===== src/zports_map_pkg.sv =====
// I/O port map of the block: low-byte port addresses, xxAF register indices, status fields
// only the low byte of a is matched for the port addresses
`default_nettype none

package zports_map_pkg;

  // low byte of the Z80 I/O address
  localparam logic [7:0] PORT_FE     = 8'hFE; // keys, tape, beeper
  localparam logic [7:0] PORT_FD     = 8'hFD; // 7FFD paging, AY when a[15] set
  localparam logic [7:0] PORT_XT     = 8'hAF; // extended registers, index in a[15:8]
  localparam logic [7:0] PORT_COVOX  = 8'hFB;
  localparam logic [7:0] PORT_KJOY   = 8'h1F; // joystick, only outside dos
  localparam logic [7:0] PORT_KMOUSE = 8'hDF;
  localparam logic [7:0] PORT_SDCFG  = 8'h77;
  localparam logic [7:0] PORT_SDDAT  = 8'h57;

  // xxAF write indices
  localparam logic [7:0] XT_RAMPAGE   = 8'h10; // #10..#13, one per window
  localparam logic [7:0] XT_FMADDR    = 8'h15;
  localparam logic [7:0] XT_SYSCONF   = 8'h20;
  localparam logic [7:0] XT_MEMCONF   = 8'h21;
  localparam logic [7:0] XT_DMAWPD    = 8'h25;
  localparam logic [7:0] XT_INTMASK   = 8'h2A;
  localparam logic [7:0] XT_CACHECONF = 8'h2B;

  // xxAF read indices
  localparam logic [7:0] XT_STATUS  = 8'h00;
  localparam logic [7:0] XT_DMASTAT = 8'h27;

  // version bits in the low end of the status word, no FDR or VDAC here
  localparam logic [7:0] STATUS_VER = 8'h00;

endpackage

`default_nettype wire


===== src/zports_cfg_pkg.sv =====
// data types and reset values of the port block registers
// NUM_PAGES is tied to the 2-bit window index of the #10..#13 registers
`default_nettype none

package zports_cfg_pkg;

  typedef logic [7:0] byte_t;
  typedef logic [7:0] xt_index_t;

  localparam int NUM_PAGES = 4;

  // window pages after reset
  localparam logic [7:0] RST_PAGE0 = 8'h00; // ROM
  localparam logic [7:0] RST_PAGE1 = 8'h05;
  localparam logic [7:0] RST_PAGE2 = 8'h02;
  localparam logic [7:0] RST_PAGE3 = 8'h00;

  localparam logic [7:0] RST_MEMCONF = 8'h04; // no map
  localparam logic [7:0] RST_INTMASK = 8'h01; // frame interrupt only
  localparam logic [7:0] RST_SYSCONF = 8'h00; // 3.5 MHz

endpackage

`default_nettype wire


===== src/port_decoder.sv =====
// Z80 I/O address decode, all outputs combinational from a and the I/O strobes
// iord_s/iowr_s must be single-cycle pulses on clk; the 7FFD lock is applied downstream
`timescale 1ns/1ps
`default_nettype none

module port_decoder
  import zports_map_pkg::*, zports_cfg_pkg::*;
(
  input  logic [15:0] a,
  input  logic        regs_we,
  input  logic        iord,
  input  logic        iowr,
  input  logic        iord_s,
  input  logic        iowr_s,
  input  logic        dos,
  output xt_index_t   xt_index,
  output logic        porthit,
  output logic        external_port,
  output logic        dataout,
  output logic        xt_wr,
  output logic        xt_status_rd,
  output logic        pfd_wr,
  output logic        sdcfg_wr,
  output logic        sd_start,
  output logic        sd_write,
  output logic        beeper_wr,
  output logic        covox_wr,
  output logic        ay_bc1,
  output logic        ay_bdir
);

  byte_t loa;
  logic  hit_fe, hit_fd, hit_xt, hit_covox;
  logic  hit_kjoy, hit_kmouse, hit_sdcfg, hit_sddat;
  logic  ay_hit;

  assign loa      = a[7:0];
  assign xt_index = regs_we ? a[7:0] : a[15:8]; // direct register writes carry index in low byte

  assign hit_fe     = (loa == PORT_FE);
  assign hit_fd     = (loa == PORT_FD);
  assign hit_xt     = (loa == PORT_XT);
  assign hit_covox  = (loa == PORT_COVOX);
  assign hit_kjoy   = (loa == PORT_KJOY) && !dos; // 1F belongs to the floppy in dos
  assign hit_kmouse = (loa == PORT_KMOUSE);
  assign hit_sdcfg  = (loa == PORT_SDCFG);
  assign hit_sddat  = (loa == PORT_SDDAT);

  assign porthit = hit_fe || hit_xt || hit_fd || hit_covox || hit_kjoy || hit_kmouse
                || hit_sdcfg || hit_sddat;

  assign ay_hit        = hit_fd && a[15]; // BFFD/FFFD
  assign external_port = ay_hit;
  assign dataout       = porthit && iord && !external_port;

  // write and read strobes
  assign xt_wr        = (hit_xt && iowr_s) || regs_we;
  assign xt_status_rd = hit_xt && iord_s && (xt_index == XT_STATUS);
  assign pfd_wr       = hit_fd && !a[15] && iowr_s;
  assign sdcfg_wr     = hit_sdcfg && iowr_s;
  assign sd_start     = hit_sddat && (iowr_s || iord_s);
  assign sd_write     = hit_sddat && iowr; // level, spans the whole write cycle
  assign beeper_wr    = hit_fe && iowr_s;
  assign covox_wr     = hit_covox && iowr_s;

  // AY bus control
  assign ay_bc1  = ay_hit && a[14] && (iord || iowr);
  assign ay_bdir = ay_hit && iowr;

endmodule

`default_nettype wire


===== src/memory_pager.sv =====
// window page registers, memconf and classic 7FFD paging with the 48K lock
// memconf lock mode 2 behaves as mode 0 here
`timescale 1ns/1ps
`default_nettype none

module memory_pager
  import zports_map_pkg::*, zports_cfg_pkg::*;
(
  input  logic                   clk,
  input  logic                   rst,
  input  byte_t                  din,
  input  xt_index_t              xt_index,
  input  logic                   xt_wr,
  input  logic                   pfd_wr,
  output logic [NUM_PAGES*8-1:0] xt_page,
  output byte_t                  memconf,
  output byte_t                  page2,
  output byte_t                  page3
);

  byte_t page [NUM_PAGES];
  logic  lock48;
  logic  lock_mode3;
  logic  pfd_ok;
  logic  [2:0] pfd_hi; // page 3 bits 5:3 from a 7FFD write

  assign lock_mode3 = (memconf[7:6] == 2'b11);
  assign pfd_ok     = pfd_wr && !lock48;

  // mode 3 maps 1024K, otherwise 512K or 128K when memconf[6] is set
  assign pfd_hi = lock_mode3 ? {din[5], din[7:6]}
                             : {1'b0, memconf[6] ? 2'b00 : din[7:6]};

  always_ff @(posedge clk)
  begin
    if (rst)
    begin
      page[0] <= RST_PAGE0;
      page[1] <= RST_PAGE1;
      page[2] <= RST_PAGE2;
      page[3] <= RST_PAGE3;
      memconf <= RST_MEMCONF;
    end
    else if (pfd_ok) // 7FFD wins over a same-cycle xxAF write
    begin
      memconf[0] <= din[4]; // ROM select
      page[3]    <= {2'b00, pfd_hi, din[2:0]};
    end
    else if (xt_wr)
    begin
      if (xt_index[7:2] == XT_RAMPAGE[7:2])
        page[xt_index[1:0]] <= din;
      if (xt_index == XT_MEMCONF)
        memconf <= din;
    end
  end

  always_ff @(posedge clk)
  begin
    if (rst)
      lock48 <= 1'b0;
    else if (pfd_ok && !lock_mode3)
      lock48 <= din[5];
  end

  assign xt_page = {page[3], page[2], page[1], page[0]};
  assign page2   = page[2];
  assign page3   = page[3];

  lock48_stable_a: assert property (@(posedge clk) disable iff (rst)
    !pfd_wr |=> $stable(lock48))
    else $error("lock48 changed without a 7FFD write");

endmodule

`default_nettype wire


===== src/sys_config_regs.sv =====
// system configuration registers reached through xxAF
// pwr_up comes only from its initial value, so it needs an FPGA with register init
`timescale 1ns/1ps
`default_nettype none

module sys_config_regs
  import zports_map_pkg::*, zports_cfg_pkg::*;
(
  input  logic       clk,
  input  logic       rst,
  input  byte_t      din,
  input  xt_index_t  xt_index,
  input  logic       xt_wr,
  input  logic       xt_status_rd,
  output byte_t      sysconf,
  output logic [3:0] cacheconf,
  output logic [4:0] fmaddr,
  output byte_t      intmask,
  output logic [1:0] dmawpdev,
  output logic       pwr_up
);

  logic pwr_up_r = 1'b1; // set at configuration

  always_ff @(posedge clk)
  begin
    if (rst)
    begin
      fmaddr[4] <= 1'b0;     // FM window off
      intmask   <= RST_INTMASK;
      sysconf   <= RST_SYSCONF;
      cacheconf <= 4'h0;     // no cache
    end
    else if (xt_wr)
    begin
      if (xt_index == XT_FMADDR)
        fmaddr <= din[4:0];
      if (xt_index == XT_SYSCONF)
      begin
        sysconf   <= din;
        cacheconf <= {4{din[2]}}; // cache follows the turbo bit
      end
      if (xt_index == XT_CACHECONF)
        cacheconf <= din[3:0];
      if (xt_index == XT_DMAWPD)
        dmawpdev <= din[1:0];
      if (xt_index == XT_INTMASK)
        intmask <= din;
    end
  end

  // cleared by the first status read
  always_ff @(posedge clk)
  begin
    if (xt_status_rd)
      pwr_up_r <= 1'b0;
  end

  assign pwr_up = pwr_up_r;

endmodule

`default_nettype wire


===== src/sd_port.sv =====
// Z-controller compatible SD interface: chip selects and SPI data byte
`timescale 1ns/1ps
`default_nettype none

module sd_port
  import zports_cfg_pkg::*;
(
  input  logic  clk,
  input  logic  rst,
  input  byte_t din,
  input  logic  sdcfg_wr,
  input  logic  sd_write,
  output logic  sdcs_n,
  output logic  sd2cs_n,
  output byte_t sd_datain
);

  always_ff @(posedge clk)
  begin
    if (rst)
    begin
      sdcs_n  <= 1'b1;
      sd2cs_n <= 1'b1;
    end
    else if (sdcfg_wr)
    begin
      sdcs_n  <= din[1];
      sd2cs_n <= ~din[3]; // second card select is active high in the register
    end
  end

  // reads shift out FF
  assign sd_datain = sd_write ? din : 8'hFF;

  cs_after_rst_a: assert property (@(posedge clk) rst |=> (sdcs_n && sd2cs_n))
    else $error("SD chip selects not released after reset");

endmodule

`default_nettype wire


===== src/port_read_mux.sv =====
// read data for the internal ports; only meaningful while dataout is high
`timescale 1ns/1ps
`default_nettype none

module port_read_mux
  import zports_map_pkg::*, zports_cfg_pkg::*;
(
  input  logic [15:0] a,
  input  xt_index_t   xt_index,
  input  logic        dos,
  input  logic        tape_read,
  input  logic [4:0]  keys_in,
  input  byte_t       kj_in,
  input  byte_t       mus_in,
  input  byte_t       sd_dataout,
  input  logic        dma_act,
  input  logic        pwr_up,
  input  byte_t       page2,
  input  byte_t       page3,
  output byte_t       dout
);

  byte_t xt_dout;

  always_comb
  begin
    case (xt_index)
      XT_STATUS:              xt_dout = {1'b0, pwr_up, 3'b000, STATUS_VER[2:0]};
      XT_DMASTAT:             xt_dout = {dma_act, 7'b0};
      XT_RAMPAGE + 8'd2:      xt_dout = page2;
      XT_RAMPAGE + 8'd3:      xt_dout = page3;
      default:                xt_dout = 8'hFF;
    endcase
  end

  always_comb
  begin
    case (a[7:0])
      PORT_FE:     dout = {1'b1, tape_read, 1'b1, keys_in};
      PORT_XT:     dout = xt_dout;
      PORT_KJOY:   dout = dos ? 8'hFF : kj_in; // floppy owns 1F in dos
      PORT_KMOUSE: dout = mus_in;
      PORT_SDCFG:  dout = 8'h00;               // card present, not write protected
      PORT_SDDAT:  dout = sd_dataout;
      default:     dout = 8'hFF;
    endcase
  end

endmodule

`default_nettype wire


===== src/zports_top.sv =====
// I/O port block of the core, everything on clk
`timescale 1ns/1ps
`default_nettype none

module zports_top
  import zports_cfg_pkg::*;
(
  input  logic                   clk,
  input  logic                   rst,
  input  byte_t                  din,
  input  logic [15:0]            a,
  input  logic                   regs_we,
  input  logic                   iord,
  input  logic                   iowr,
  input  logic                   iord_s,
  input  logic                   iowr_s,
  input  logic                   dos,
  input  logic                   tape_read,
  input  logic [4:0]             keys_in,
  input  byte_t                  kj_in,
  input  byte_t                  mus_in,
  input  byte_t                  sd_dataout,
  input  logic                   dma_act,
  output byte_t                  dout,
  output logic                   dataout,
  output logic                   porthit,
  output logic                   external_port,
  output logic [NUM_PAGES*8-1:0] xt_page,
  output byte_t                  memconf,
  output byte_t                  sysconf,
  output logic [3:0]             cacheconf,
  output logic [4:0]             fmaddr,
  output byte_t                  intmask,
  output logic [1:0]             dmawpdev,
  output logic                   ay_bdir,
  output logic                   ay_bc1,
  output logic                   covox_wr,
  output logic                   beeper_wr,
  output logic                   sdcs_n,
  output logic                   sd2cs_n,
  output logic                   sd_start,
  output byte_t                  sd_datain
);

  xt_index_t xt_index;
  logic      xt_wr, xt_status_rd, pfd_wr;
  logic      sdcfg_wr, sd_write;
  logic      pwr_up;
  byte_t     page2, page3;

  port_decoder dec_i (
    .a             (a),
    .regs_we       (regs_we),
    .iord          (iord),
    .iowr          (iowr),
    .iord_s        (iord_s),
    .iowr_s        (iowr_s),
    .dos           (dos),
    .xt_index      (xt_index),
    .porthit       (porthit),
    .external_port (external_port),
    .dataout       (dataout),
    .xt_wr         (xt_wr),
    .xt_status_rd  (xt_status_rd),
    .pfd_wr        (pfd_wr),
    .sdcfg_wr      (sdcfg_wr),
    .sd_start      (sd_start),
    .sd_write      (sd_write),
    .beeper_wr     (beeper_wr),
    .covox_wr      (covox_wr),
    .ay_bc1        (ay_bc1),
    .ay_bdir       (ay_bdir)
  );

  memory_pager pager_i (
    .clk      (clk),
    .rst      (rst),
    .din      (din),
    .xt_index (xt_index),
    .xt_wr    (xt_wr),
    .pfd_wr   (pfd_wr),
    .xt_page  (xt_page),
    .memconf  (memconf),
    .page2    (page2),
    .page3    (page3)
  );

  sys_config_regs cfg_i (
    .clk          (clk),
    .rst          (rst),
    .din          (din),
    .xt_index     (xt_index),
    .xt_wr        (xt_wr),
    .xt_status_rd (xt_status_rd),
    .sysconf      (sysconf),
    .cacheconf    (cacheconf),
    .fmaddr       (fmaddr),
    .intmask      (intmask),
    .dmawpdev     (dmawpdev),
    .pwr_up       (pwr_up)
  );

  sd_port sd_i (
    .clk       (clk),
    .rst       (rst),
    .din       (din),
    .sdcfg_wr  (sdcfg_wr),
    .sd_write  (sd_write),
    .sdcs_n    (sdcs_n),
    .sd2cs_n   (sd2cs_n),
    .sd_datain (sd_datain)
  );

  port_read_mux rd_i (
    .a          (a),
    .xt_index   (xt_index),
    .dos        (dos),
    .tape_read  (tape_read),
    .keys_in    (keys_in),
    .kj_in      (kj_in),
    .mus_in     (mus_in),
    .sd_dataout (sd_dataout),
    .dma_act    (dma_act),
    .pwr_up     (pwr_up),
    .page2      (page2),
    .page3      (page3),
    .dout       (dout)
  );

endmodule

`default_nettype wire


===== config.mk =====
export PLATFORM = sky130hd
export DESIGN_NAME = zports_top
export DESIGN_NICKNAME = d
export VERILOG_FILES = /design/src/zports_map_pkg.sv /design/src/zports_cfg_pkg.sv /design/src/port_decoder.sv /design/src/memory_pager.sv /design/src/sys_config_regs.sv /design/src/sd_port.sv /design/src/port_read_mux.sv /design/src/zports_top.sv
export SDC_FILE = /design/constraint.sdc
export NUM_CORES = 1
export LEC_CHECK = 0
export ABC_AREA = 1
export BUFFER_PORTS_ARGS = -buffer_cell sky130_fd_sc_hd__buf_2
export CAP_MARGIN = 20
export CORE_AREA = 5 5 102 104
export DETAILED_ROUTE_END_ITERATION = 8
export DIE_AREA = 0 0 107 109
export PLACE_DENSITY = 0.74
export SKIP_LAST_GASP = 1
export SLEW_MARGIN = 20
export SYNTH_ARGS = -nofsm -noshare
export SYNTH_HDL_FRONTEND = slang
export SYNTH_SLANG_ARGS = --single-unit

===== constraint.sdc =====
create_clock -name clk -period 2.6 [get_ports clk]
set_input_delay 0.78 -clock clk [delete_from_list [all_inputs] [get_ports clk]]
set_output_delay 0.78 -clock clk [all_outputs]
set_load 0.005 [all_outputs]

-- Word-level counts from Yosys, hierarchy flattened
Memory sizes are Yosys's and may differ from the RTL's.
Cells that the tools add are included.
- equal/unequal tests: 19
- mux-type cells: 26
- bitwise logic cells: 4
- reduce and logical (&&, ||, !) cells: 45
- operator list (operator ; count):
    $eq 8x6->1 const B ; 6
    $pmux 8 s6 ; 1
    $eq 8x8->1 const B ; 5
    $mux 8 ; 5
    $eq 8x5->1 const B ; 4
    $pmux 8 s4 ; 1
    $logic_and 1x1->1 ; 17
    $eq 8x7->1 const B ; 2
    $mux 1 ; 14
    $logic_or 1x1->1 ; 10
    $reduce_and 2->1 ; 5
    $reduce_and 3->1 ; 3
    $logic_not 8->1 ; 1
    $mux 4 ; 2
    $reduce_or 8->1 ; 1
    $eq 6x3->1 const B ; 1
    $reduce_bool 2->1 ; 3
    $logic_not 1->1 ; 5
    $mux 2 ; 2
    $mux 3 ; 1
    $not 1->1 ; 3
    $eq 2x2->1 const B ; 1
    $or 1x1->1 ; 1
- register bits after elaboration: 38
- bits in writable memories: 32
- input port bits: 63
- memories kept: 1
- memory list (memory ; depth ; width ; rd ports ; clocked after Yosys merged registers in ; write ports ; RTL line ; RTL):
    pager_i.page ; 4 ; 8 ; 4 ; 0 ; 4 ; memory_pager.sv:21 ; byte_t page [NUM_PAGES];

-- Logic depth before layout (Yosys ltp)
Gate-level depths: netlist of run 1.
- depth in word-level cells: 10
- gate-level depth with buffers: 13

-- Hierarchy
Synthesis of run 1 repeated with hierarchy kept, for this count alone.
- cell total of the unflattened synthesis: 623
- area, all modules: 4429.2 µm²
- by module, submodules not included (module ; times used ; cells an instance ; area each (µm²) ; sequential area each (µm²)):
    memory_pager ; 1 ; 189 ; 1864.3 ; 1141.1
    sys_config_regs ; 1 ; 145 ; 1159.9 ; 600.6
    port_read_mux ; 1 ; 172 ; 868.3 ; 0.0
    port_decoder ; 1 ; 90 ; 399.1 ; 0.0
    sd_port ; 1 ; 27 ; 137.6 ; 40.0

-- Least setup slack after synthesis of run 1
OpenSTA, ideal clock, no wires.
- kind: input -> output
- from: in regs_we
- to: out dout[1]
- data arrival time: 1.780 ns
- slack: 0.040 ns
- stages: 13
- cell sequence: inv_2 -> buf_6 -> nand2_1 -> nand2_1 -> nand2_1 -> nor2_4 -> buf_6 -> nand3_1 -> nand2_1 -> inv_1 -> nand2_1 -> nand2_1 -> nand2_1
- word-level cells in the longest chain between the ends: 4
- elaborated cells between the ends (all ways): 7
- those cells by class: eq/ne (3); mux (3); reduce/logical (1)
- ends and longest elaborated chain (item ; RTL line ; RTL):
    from (decl) ; zports_top.sv:12 ; input logic regs_we,
    $mux 8 (*) ; port_decoder.sv:38 ; assign xt_index = regs_we ? a[7:0] : a[15:8];
    $eq 8x5->1 (tied with other cells) ; port_read_mux.sv:27 ; case (xt_index)
    $pmux 8 s4 (*) ; port_read_mux.sv:27 ;
    $pmux 8 s6 (*) ; port_read_mux.sv:38 ; case (a[7:0])
    to (decl) ; zports_top.sv:24 ; output byte_t dout,
Mark *: on every way between the ends. The rest lies on a longest branch, timed or not.

-- Worst setup path in the final report of run 1
- from: in a[7]
- to: out dout[3]
- word-level cells in the longest chain between the ends: 4
- elaborated cells between the ends (all ways): 13
- those cells by class: eq/ne (9); mux (3); reduce/logical (1)
- ends and longest elaborated chain (item ; RTL line ; RTL):
    from (decl) ; zports_top.sv:11 ; input logic [15:0] a,
    $mux 8 ; port_decoder.sv:38 ;
    $eq 8x5->1 (tied with other cells) ; port_read_mux.sv:27 ;
    $pmux 8 s4 ; port_read_mux.sv:27 ;
    $pmux 8 s6 (*) ; port_read_mux.sv:38 ;
Marks and branches as above.

==> results.py, run 1 <==
metrics = {
    "synth": {
        "ys.flop_type": "edfxtp_1",
        "netlist_area_um2": 3980,
        "synth_top_area_cell": "edfxtp_1",
        "async_reset_ff_share_pct": 0,
        "synth_top_area_share_pct": 28.7,
        "yosysUniqueCellTypes": 32,
        "ys.warnings.count": 0,
        "synth_nets": 614,
        "synth.area.top_cells": "edfxtp_1, dfxtp_1, nand2_1",
        "yosys-top-cells-count": "nand2_1, nor2_1, inv_1, nand3_1, edfxtp_1",
        "synth-seq-cells": 70,
        "yosysMostFrequentCell": "nand2_1",
        "synth_edf_count": 38,
        "ys_seq_area_share_pct": 44.8,
        "synth.avg_cell_area_um2": 7.22,
        "netlist_instances": 551,
    },
    "cts": {
        "ctsRootBufferMaster": "clkbuf_8",
        "numCtsBuffers": 9,
        "cts_tree": "yes",
        "clk_latency_ps": 350,
        "clk_pin_slew_ps": 80,
        "cts_buffer_depth": 2,
        "cts_htree_levels": 3,
        "cts_num_sinks": 70,
    },
    "sta": {
        "finalCritPeriodShare_pct": 110,
        "rsz0062_at_grt": "yes",
        "finalCriticalPeriod_ps": 2850,
        "fin_ws_ps": -254,
        "finalClockSkew_ps": 13.4,
        "clock.fmax_ghz": 0.350,
        "drv_slew": 0,
        "slew_headroom_pct": 74.7,
        "hold_violations": 0,
        "tightest_slew_ps": 379,
        "setup_viol": 18,
    },
    "power": {
        "p_leak_uw": 0.00303,
        "report.power.total_uw": 2400,
        "powerDensity_nw_per_um2": 396,
        "ir_worst_vdd_uv": 442,
    },
    "drt": {
        "vias_per_cell": 4.87,
        "drtPass1Iterations": 4,
        "wire_per_inst_um": 14.7,
        "drc": 0,
        "drt_iter0_markers": 241,
        "drtAntennaViolNets": 0,
        "route.vias.total": 4398,
        "wl_um": 13300,
    },
    "setup_path": {
        "path_cells": "buf_8 > nor2_2 > nand2_1 > nand2_2 > inv_4 > nor2_4 > clkbuf_16 > nand3_1 > nand2_1 > inv_1 > nand2_1 > nand2_1 > nand2_1 > buf_2",
        "critPathBufInv": 5,
        "cp_max_fo": 8,
        "crit_arrival_ps": 2070,
        "cp.depth": 14,
        "max_stage_delay_ps": 210,
        "cp_common_cell": "nand2_1",
        "worstSetupEndpointType": "output pin",
        "cp_data_required_time_ps": 1820,
        "path_class": "in -> out",
        "critical-path-top-delay-family": "simple AND/OR/NAND/NOR gates",
        "worstRegToRegCells": 7,
        "slowest_stage": "nor2_4",
        "cp-start-kind": "input pin",
    },
    "global_route": {
        "grt_antenna_before_repair": 0,
        "grt_pass1_wl_um": 20500,
        "grt_overflow_total": 0,
        "grt_start_max_net_pins": 32,
        "track_usage_pct": 22.0,
        "grt_pass1_vias": 4358,
    },
    "final_layout": {
        "final.fill_count": 846,
        "layout.nets": 847,
        "area_growth_pct": 52.5,
        "antenna_cells": 0,
        "drive_gt1_share_pct": 43.2,
        "layout.cells.non_filler": 903,
    },
    "run": {
        "drv_cap": 0,
    },
    "die": {
        "die_width_um": 107,
        "core_um2": 9460,
        "initial_core_util_pct": 42.1,
        "io_pins": 156,
        "die_area_um2": 11700,
        "rows": 36,
        "die_y_um": 109,
    },
    "place": {
        "pre_cts_ws_ps": -341,
        "port_buffers": 155,
        "hpwlAfterDp_um": 9990,
        "placedCellCount": 867,
        "gp_congestion": 0.899,
    },
    "run_status": {
        "outcome": "complete, but fails checks",
        "violations": "setup timing",
    },
    "worst_hold_path": {
        "hold_class": "reg -> reg",
        "hold_depth": 2,
    },
}
==> worst reg2reg max path: stages (launching register included) <==
cell and delay [ps]:
dfxtp_1 340, nor3_1 240, nand3_1 200, nor2_1 240
nand2_1 100, nor2_1 130, a21oi_2 80, nor2_1 110
==> routing by layer <==
metal	GRT usage, %	part of all wire, %	vias to the layer above
li1	-	-	2213
met3	6.34	8.8	12
met1	25.7	40	2015
met2	39.4	50	158
met4	6.48	0.95	0
met5	0	0	-
==> worst paths after layout <==
path,from,endpoint,slack [ps]
setup / recovery,a[7],dout[3],-250
hold / removal,cfg_i.fmaddr[4]$_SDFFE_PP0P_,cfg_i.fmaddr[4]$_SDFFE_PP0P_,450
setup reg to reg,pager_i.lock48$_SDFFE_PP0P_,pager_i.page[2][3]$_SDFFCE_PN0P_,1050
hold reg to reg,cfg_i.fmaddr[4]$_SDFFE_PP0P_,cfg_i.fmaddr[4]$_SDFFE_PP0P_,450
==> cell type report <==
cell class / count / area [um2] / area share, %
multi-input cells: 394 / 2080 / 34.3
flip-flops and latches: 70 / 1780 / 29.4
repair buffers: 232 / 1570 / 25.9
inverters: 77 / 304 / 5.01
well taps: 114 / 143 / 2.35
clock buffers: 9 / 124 / 2.04
clock inverters: 7 / 61.3 / 1.01
==> cells by family (layout without fill, tap and decap cells) <==
group	after synthesis	after routing	share of synthesized area, %
and+or+nand+nor	340	340	38.8
buffers and inverters	87	325	9.18
AOI/OAI and AO/OA	54	54	7.24
DFF	70	70	44.8
==> what timing repair did <==
item,CTS,global route
setup endpoints to repair,21,22
gates resized for setup,84,35
hold buffers,0,0
setup buffers,12,5
cloned,1,2
pin swaps,28,28
==> metrics by stage <==
| stage | TNS (ps) | instance area, um2 | util (%) | hold WS [ps] |
|---|---|---|---|---|
| after floorplan | 0 | 3980 | - | 428 |
| final | -2730 | 6070 | 64.1 | 447 |
| after CTS | -2670 | 5850 | 61.9 | 452 |
| after detailed placement | -4320 | 5270 | 55.7 | 440 |
| after global routing | -4210 | 6070 | 64.1 | 475 |
| after global placement | -3370 | 5270 | 55.7 | 436 |
==> state kept, by name, indices dropped and copies added, names as in the netlist <==
register,flops
sd_i.sdcs_n,1
cfg_i.dmawpdev,2
cfg_i.fmaddr,5
pager_i.lock48,1
pager_i.memconf,8
cfg_i.intmask,8
sd_i.sd2cs_n,1
cfg_i.sysconf,8
pager_i.page,32
cfg_i.cacheconf,4
==> cell usage in the layout (no fill, tap or decap), types with 13 or more instances in the layout <==
cell / netlist / final
buf_2: 1 / 142
buf_4: 0 / 65
buf_6: 5 / 13
dfxtp_1: 32 / 32
edfxtp_1: 38 / 38
inv_1: 70 / 66
nand2_1: 145 / 122
nand2_2: 8 / 22
nand2_4: 4 / 13
nand3_1: 40 / 27
nand3_2: 2 / 14
nor2_1: 111 / 103
nor2_4: 8 / 13
o21ai_0: 26 / 18
o21ai_1: 16 / 23
==> where the power goes <==
part           total [uW]  leakage (uW)  internal [uW]  switching (uW)
clock                 816     0.0000888            364             452
combinational         391       0.00231            177             215
sequential           1200      0.000628           1190            12.2
No activity file was read; power rests on OpenSTA's default activity.
==> run 2: changes to the inputs <==
Settings changed: CORE_AREA 5 5 102 104 to 2 2 99 101, DIE_AREA 0 0 107 109 to 0 0 101 103.
==> results.py, run 2 (synthesized netlist as in run 1, its figures left out) <==
metrics = {
    "run_status": {
        "outcome": "complete, but fails checks",
        "violations": "setup timing",
    },
    "setup_path": {
        "slowest_stage": "clkbuf_16",
        "worstRegToRegCells": 7,
        "path_class": "in -> out",
        "cp_common_cell": "nand2_1",
        "crit_arrival_ps": 2100,
        "critical-path-top-delay-family": "simple AND/OR/NAND/NOR gates",
        "cp_max_fo": 8,
        "max_stage_delay_ps": 190,
        "cp_data_required_time_ps": 1820,
        "cp-start-kind": "input pin",
        "worstSetupEndpointType": "output pin",
        "critPathBufInv": 5,
        "path_cells": "buf_6 > nor2_2 > nand2_2 > nand2_4 > inv_4 > nor2_4 > clkbuf_16 > nand3_1 > nand2_1 > inv_1 > nand2_1 > nand2_1 > nand2_1 > buf_2",
        "cp.depth": 14,
    },
    "sta": {
        "tightest_slew_ps": 391,
        "slew_headroom_pct": 73.9,
        "finalClockSkew_ps": 11.6,
        "finalCriticalPeriod_ps": 2880,
        "drv_slew": 0,
        "clock.fmax_ghz": 0.347,
        "fin_ws_ps": -279,
        "rsz0062_at_grt": "yes",
        "finalCritPeriodShare_pct": 111,
        "setup_viol": 18,
        "hold_violations": 0,
    },
    "die": {
        "die_y_um": 103,
        "die_width_um": 101,
        "initial_core_util_pct": 42.1,
        "rows": 36,
        "core_um2": 9460,
        "die_area_um2": 10400,
        "io_pins": 156,
    },
    "global_route": {
        "grt_pass1_vias": 4186,
        "grt_use_met1_pct": 27.6,
        "grt_start_max_net_pins": 21,
        "busiest_layer": "met2",
        "use_met2_pct": 42.1,
        "grt_overflow_total": 0,
        "grt_pass1_wl_um": 19400,
        "track_usage_pct": 23.8,
        "grt_antenna_before_repair": 0,
        "grt_use_met3_pct": 6.17,
    },
    "drt": {
        "drtPass1Iterations": 5,
        "route.vias.total": 4495,
        "wl_um": 13400,
        "drt_iter0_markers": 266,
        "drtAntennaViolNets": 0,
        "vias_per_cell": 5.03,
        "drc": 0,
        "wire_per_inst_um": 15.0,
    },
    "cts": {
        "cts_num_sinks": 70,
        "ctsRootBufferMaster": "clkbuf_8",
        "cts_tree": "yes",
        "cts_buffer_depth": 2,
        "numCtsBuffers": 9,
        "postCtsHoldBufs": 0,
        "clk_latency_ps": 360,
        "clk_pin_slew_ps": 80,
        "cts_htree_levels": 3,
    },
    "final_layout": {
        "layout.nets": 838,
        "largest_reg_flops": 32,
        "regMostFlops": "pager_i.page",
        "antenna_cells": 0,
        "final_cell_mix": "buf_2, nand2_1, nor2_1",
        "drive_gt1_share_pct": 42.3,
        "fin_util_pct": 63.8,
        "area_growth_pct": 51.8,
        "final_common_cell": "buf_2",
    },
    "worst_hold_path": {
        "hold_depth": 2,
        "hold_class": "reg -> reg",
    },
    "power": {
        "ir_worst_vdd_uv": 314,
        "p_leak_uw": 0.00303,
        "powerDensity_nw_per_um2": 400,
        "report.power.total_uw": 2410,
    },
    "place": {
        "hpwlAfterDp_um": 9660,
        "port_buffers": 155,
        "gp_congestion": 0.912,
    },
    "run": {
        "drv_cap": 0,
    },
}
## run 2: changes by cell type in the layout (fill, tap and decap cells not counted), moves of 4 or more
cell | before | now
nand3_2 | 14 | 10
nand2_4 | 13 | 17
o21ai_2 | 1 | 6
nand2_2 | 22 | 18
nand3_1 | 27 | 31
buf_4 | 65 | 57
o21ai_0 | 18 | 14
## run 2: metal layers
| metal | part of all wire [%] | vias up | wire length [um] |
|---|---|---|---|
| li1 | - | 2193 | - |
| met1 | 40 | 2085 | 5400 |
| met2 | 51 | 188 | 6790 |
| met3 | 6.9 | 29 | 930 |
| met4 | 2.2 | 0 | 297 |
| met5 | 0 | - | 0 |
## run 2: through the flow
stage / cell area [um2] / cells / setup WS (ps) / TNS (ps) / hold WS [ps]
6_report: 6040 / 894 / -279 / -2760 / 455
2_1_floorplan: 3980 / 551 / 40.1 / 0 / 428
3_5_place_dp: 5260 / 865 / -316 / -3950 / 440
3_3_place_gp: 5260 / 865 / -274 / -2990 / 433
4_1_cts: 5740 / 884 / -149 / -2150 / 454
5_1_grt: 6040 / 894 / -391 / -4120 / 480
## run 2: power by group
group	leakage (uW)	internal (uW)	switching, uW
combinational	0.00231	162	214
sequential	0.000628	1190	12.8
clock	0.0000931	368	474
total	0.00303	1710	700
## run 2: area by class of cell
cell class,count,area [um2]
clock inverter,7,62.6
multi-input combinational,394,2110
fill,789,3420
tap,114,143
inverter,77,304
sequential,70,1780
clock buffer,9,124
timing repair buffer,223,1510
## run 2: what timing repair did
| item | 4_1_cts | 5_1_grt |
|---|---|---|
| resized for setup | 85 | 41 |
| setup buffers | 3 | 7 |
| pin swaps | 20 | 12 |
| hold endpoints to repair | 0 | 0 |
| cloned | 0 | 3 |
| endpoints found under the setup margin | 20 | 21 |
## run 2: worst register-to-register path, cell delays in order, from the launching register on
cell     delay [ps]
dfxtp_1         340
nor3_1          240
nand3_1         190
nor2_1          220
nand2_1         100
nor2_1          130
a21oi_2          80
nor2_1          120
## run 2: path summary, 6_finish.rpt
| kind | from | endpoint | slack (ps) |
|---|---|---|---|
| max reg2reg | pager_i.lock48$_SDFFE_PP0P_ | pager_i.page[0][3]$_SDFFCE_PN0P_ | 1060 |
| min reg2reg | cfg_i.fmaddr[4]$_SDFFE_PP0P_ | cfg_i.fmaddr[4]$_SDFFE_PP0P_ | 450 |
| min | cfg_i.fmaddr[4]$_SDFFE_PP0P_ | cfg_i.fmaddr[4]$_SDFFE_PP0P_ | 450 |
| max | a[6] | dout[6] | -280 |
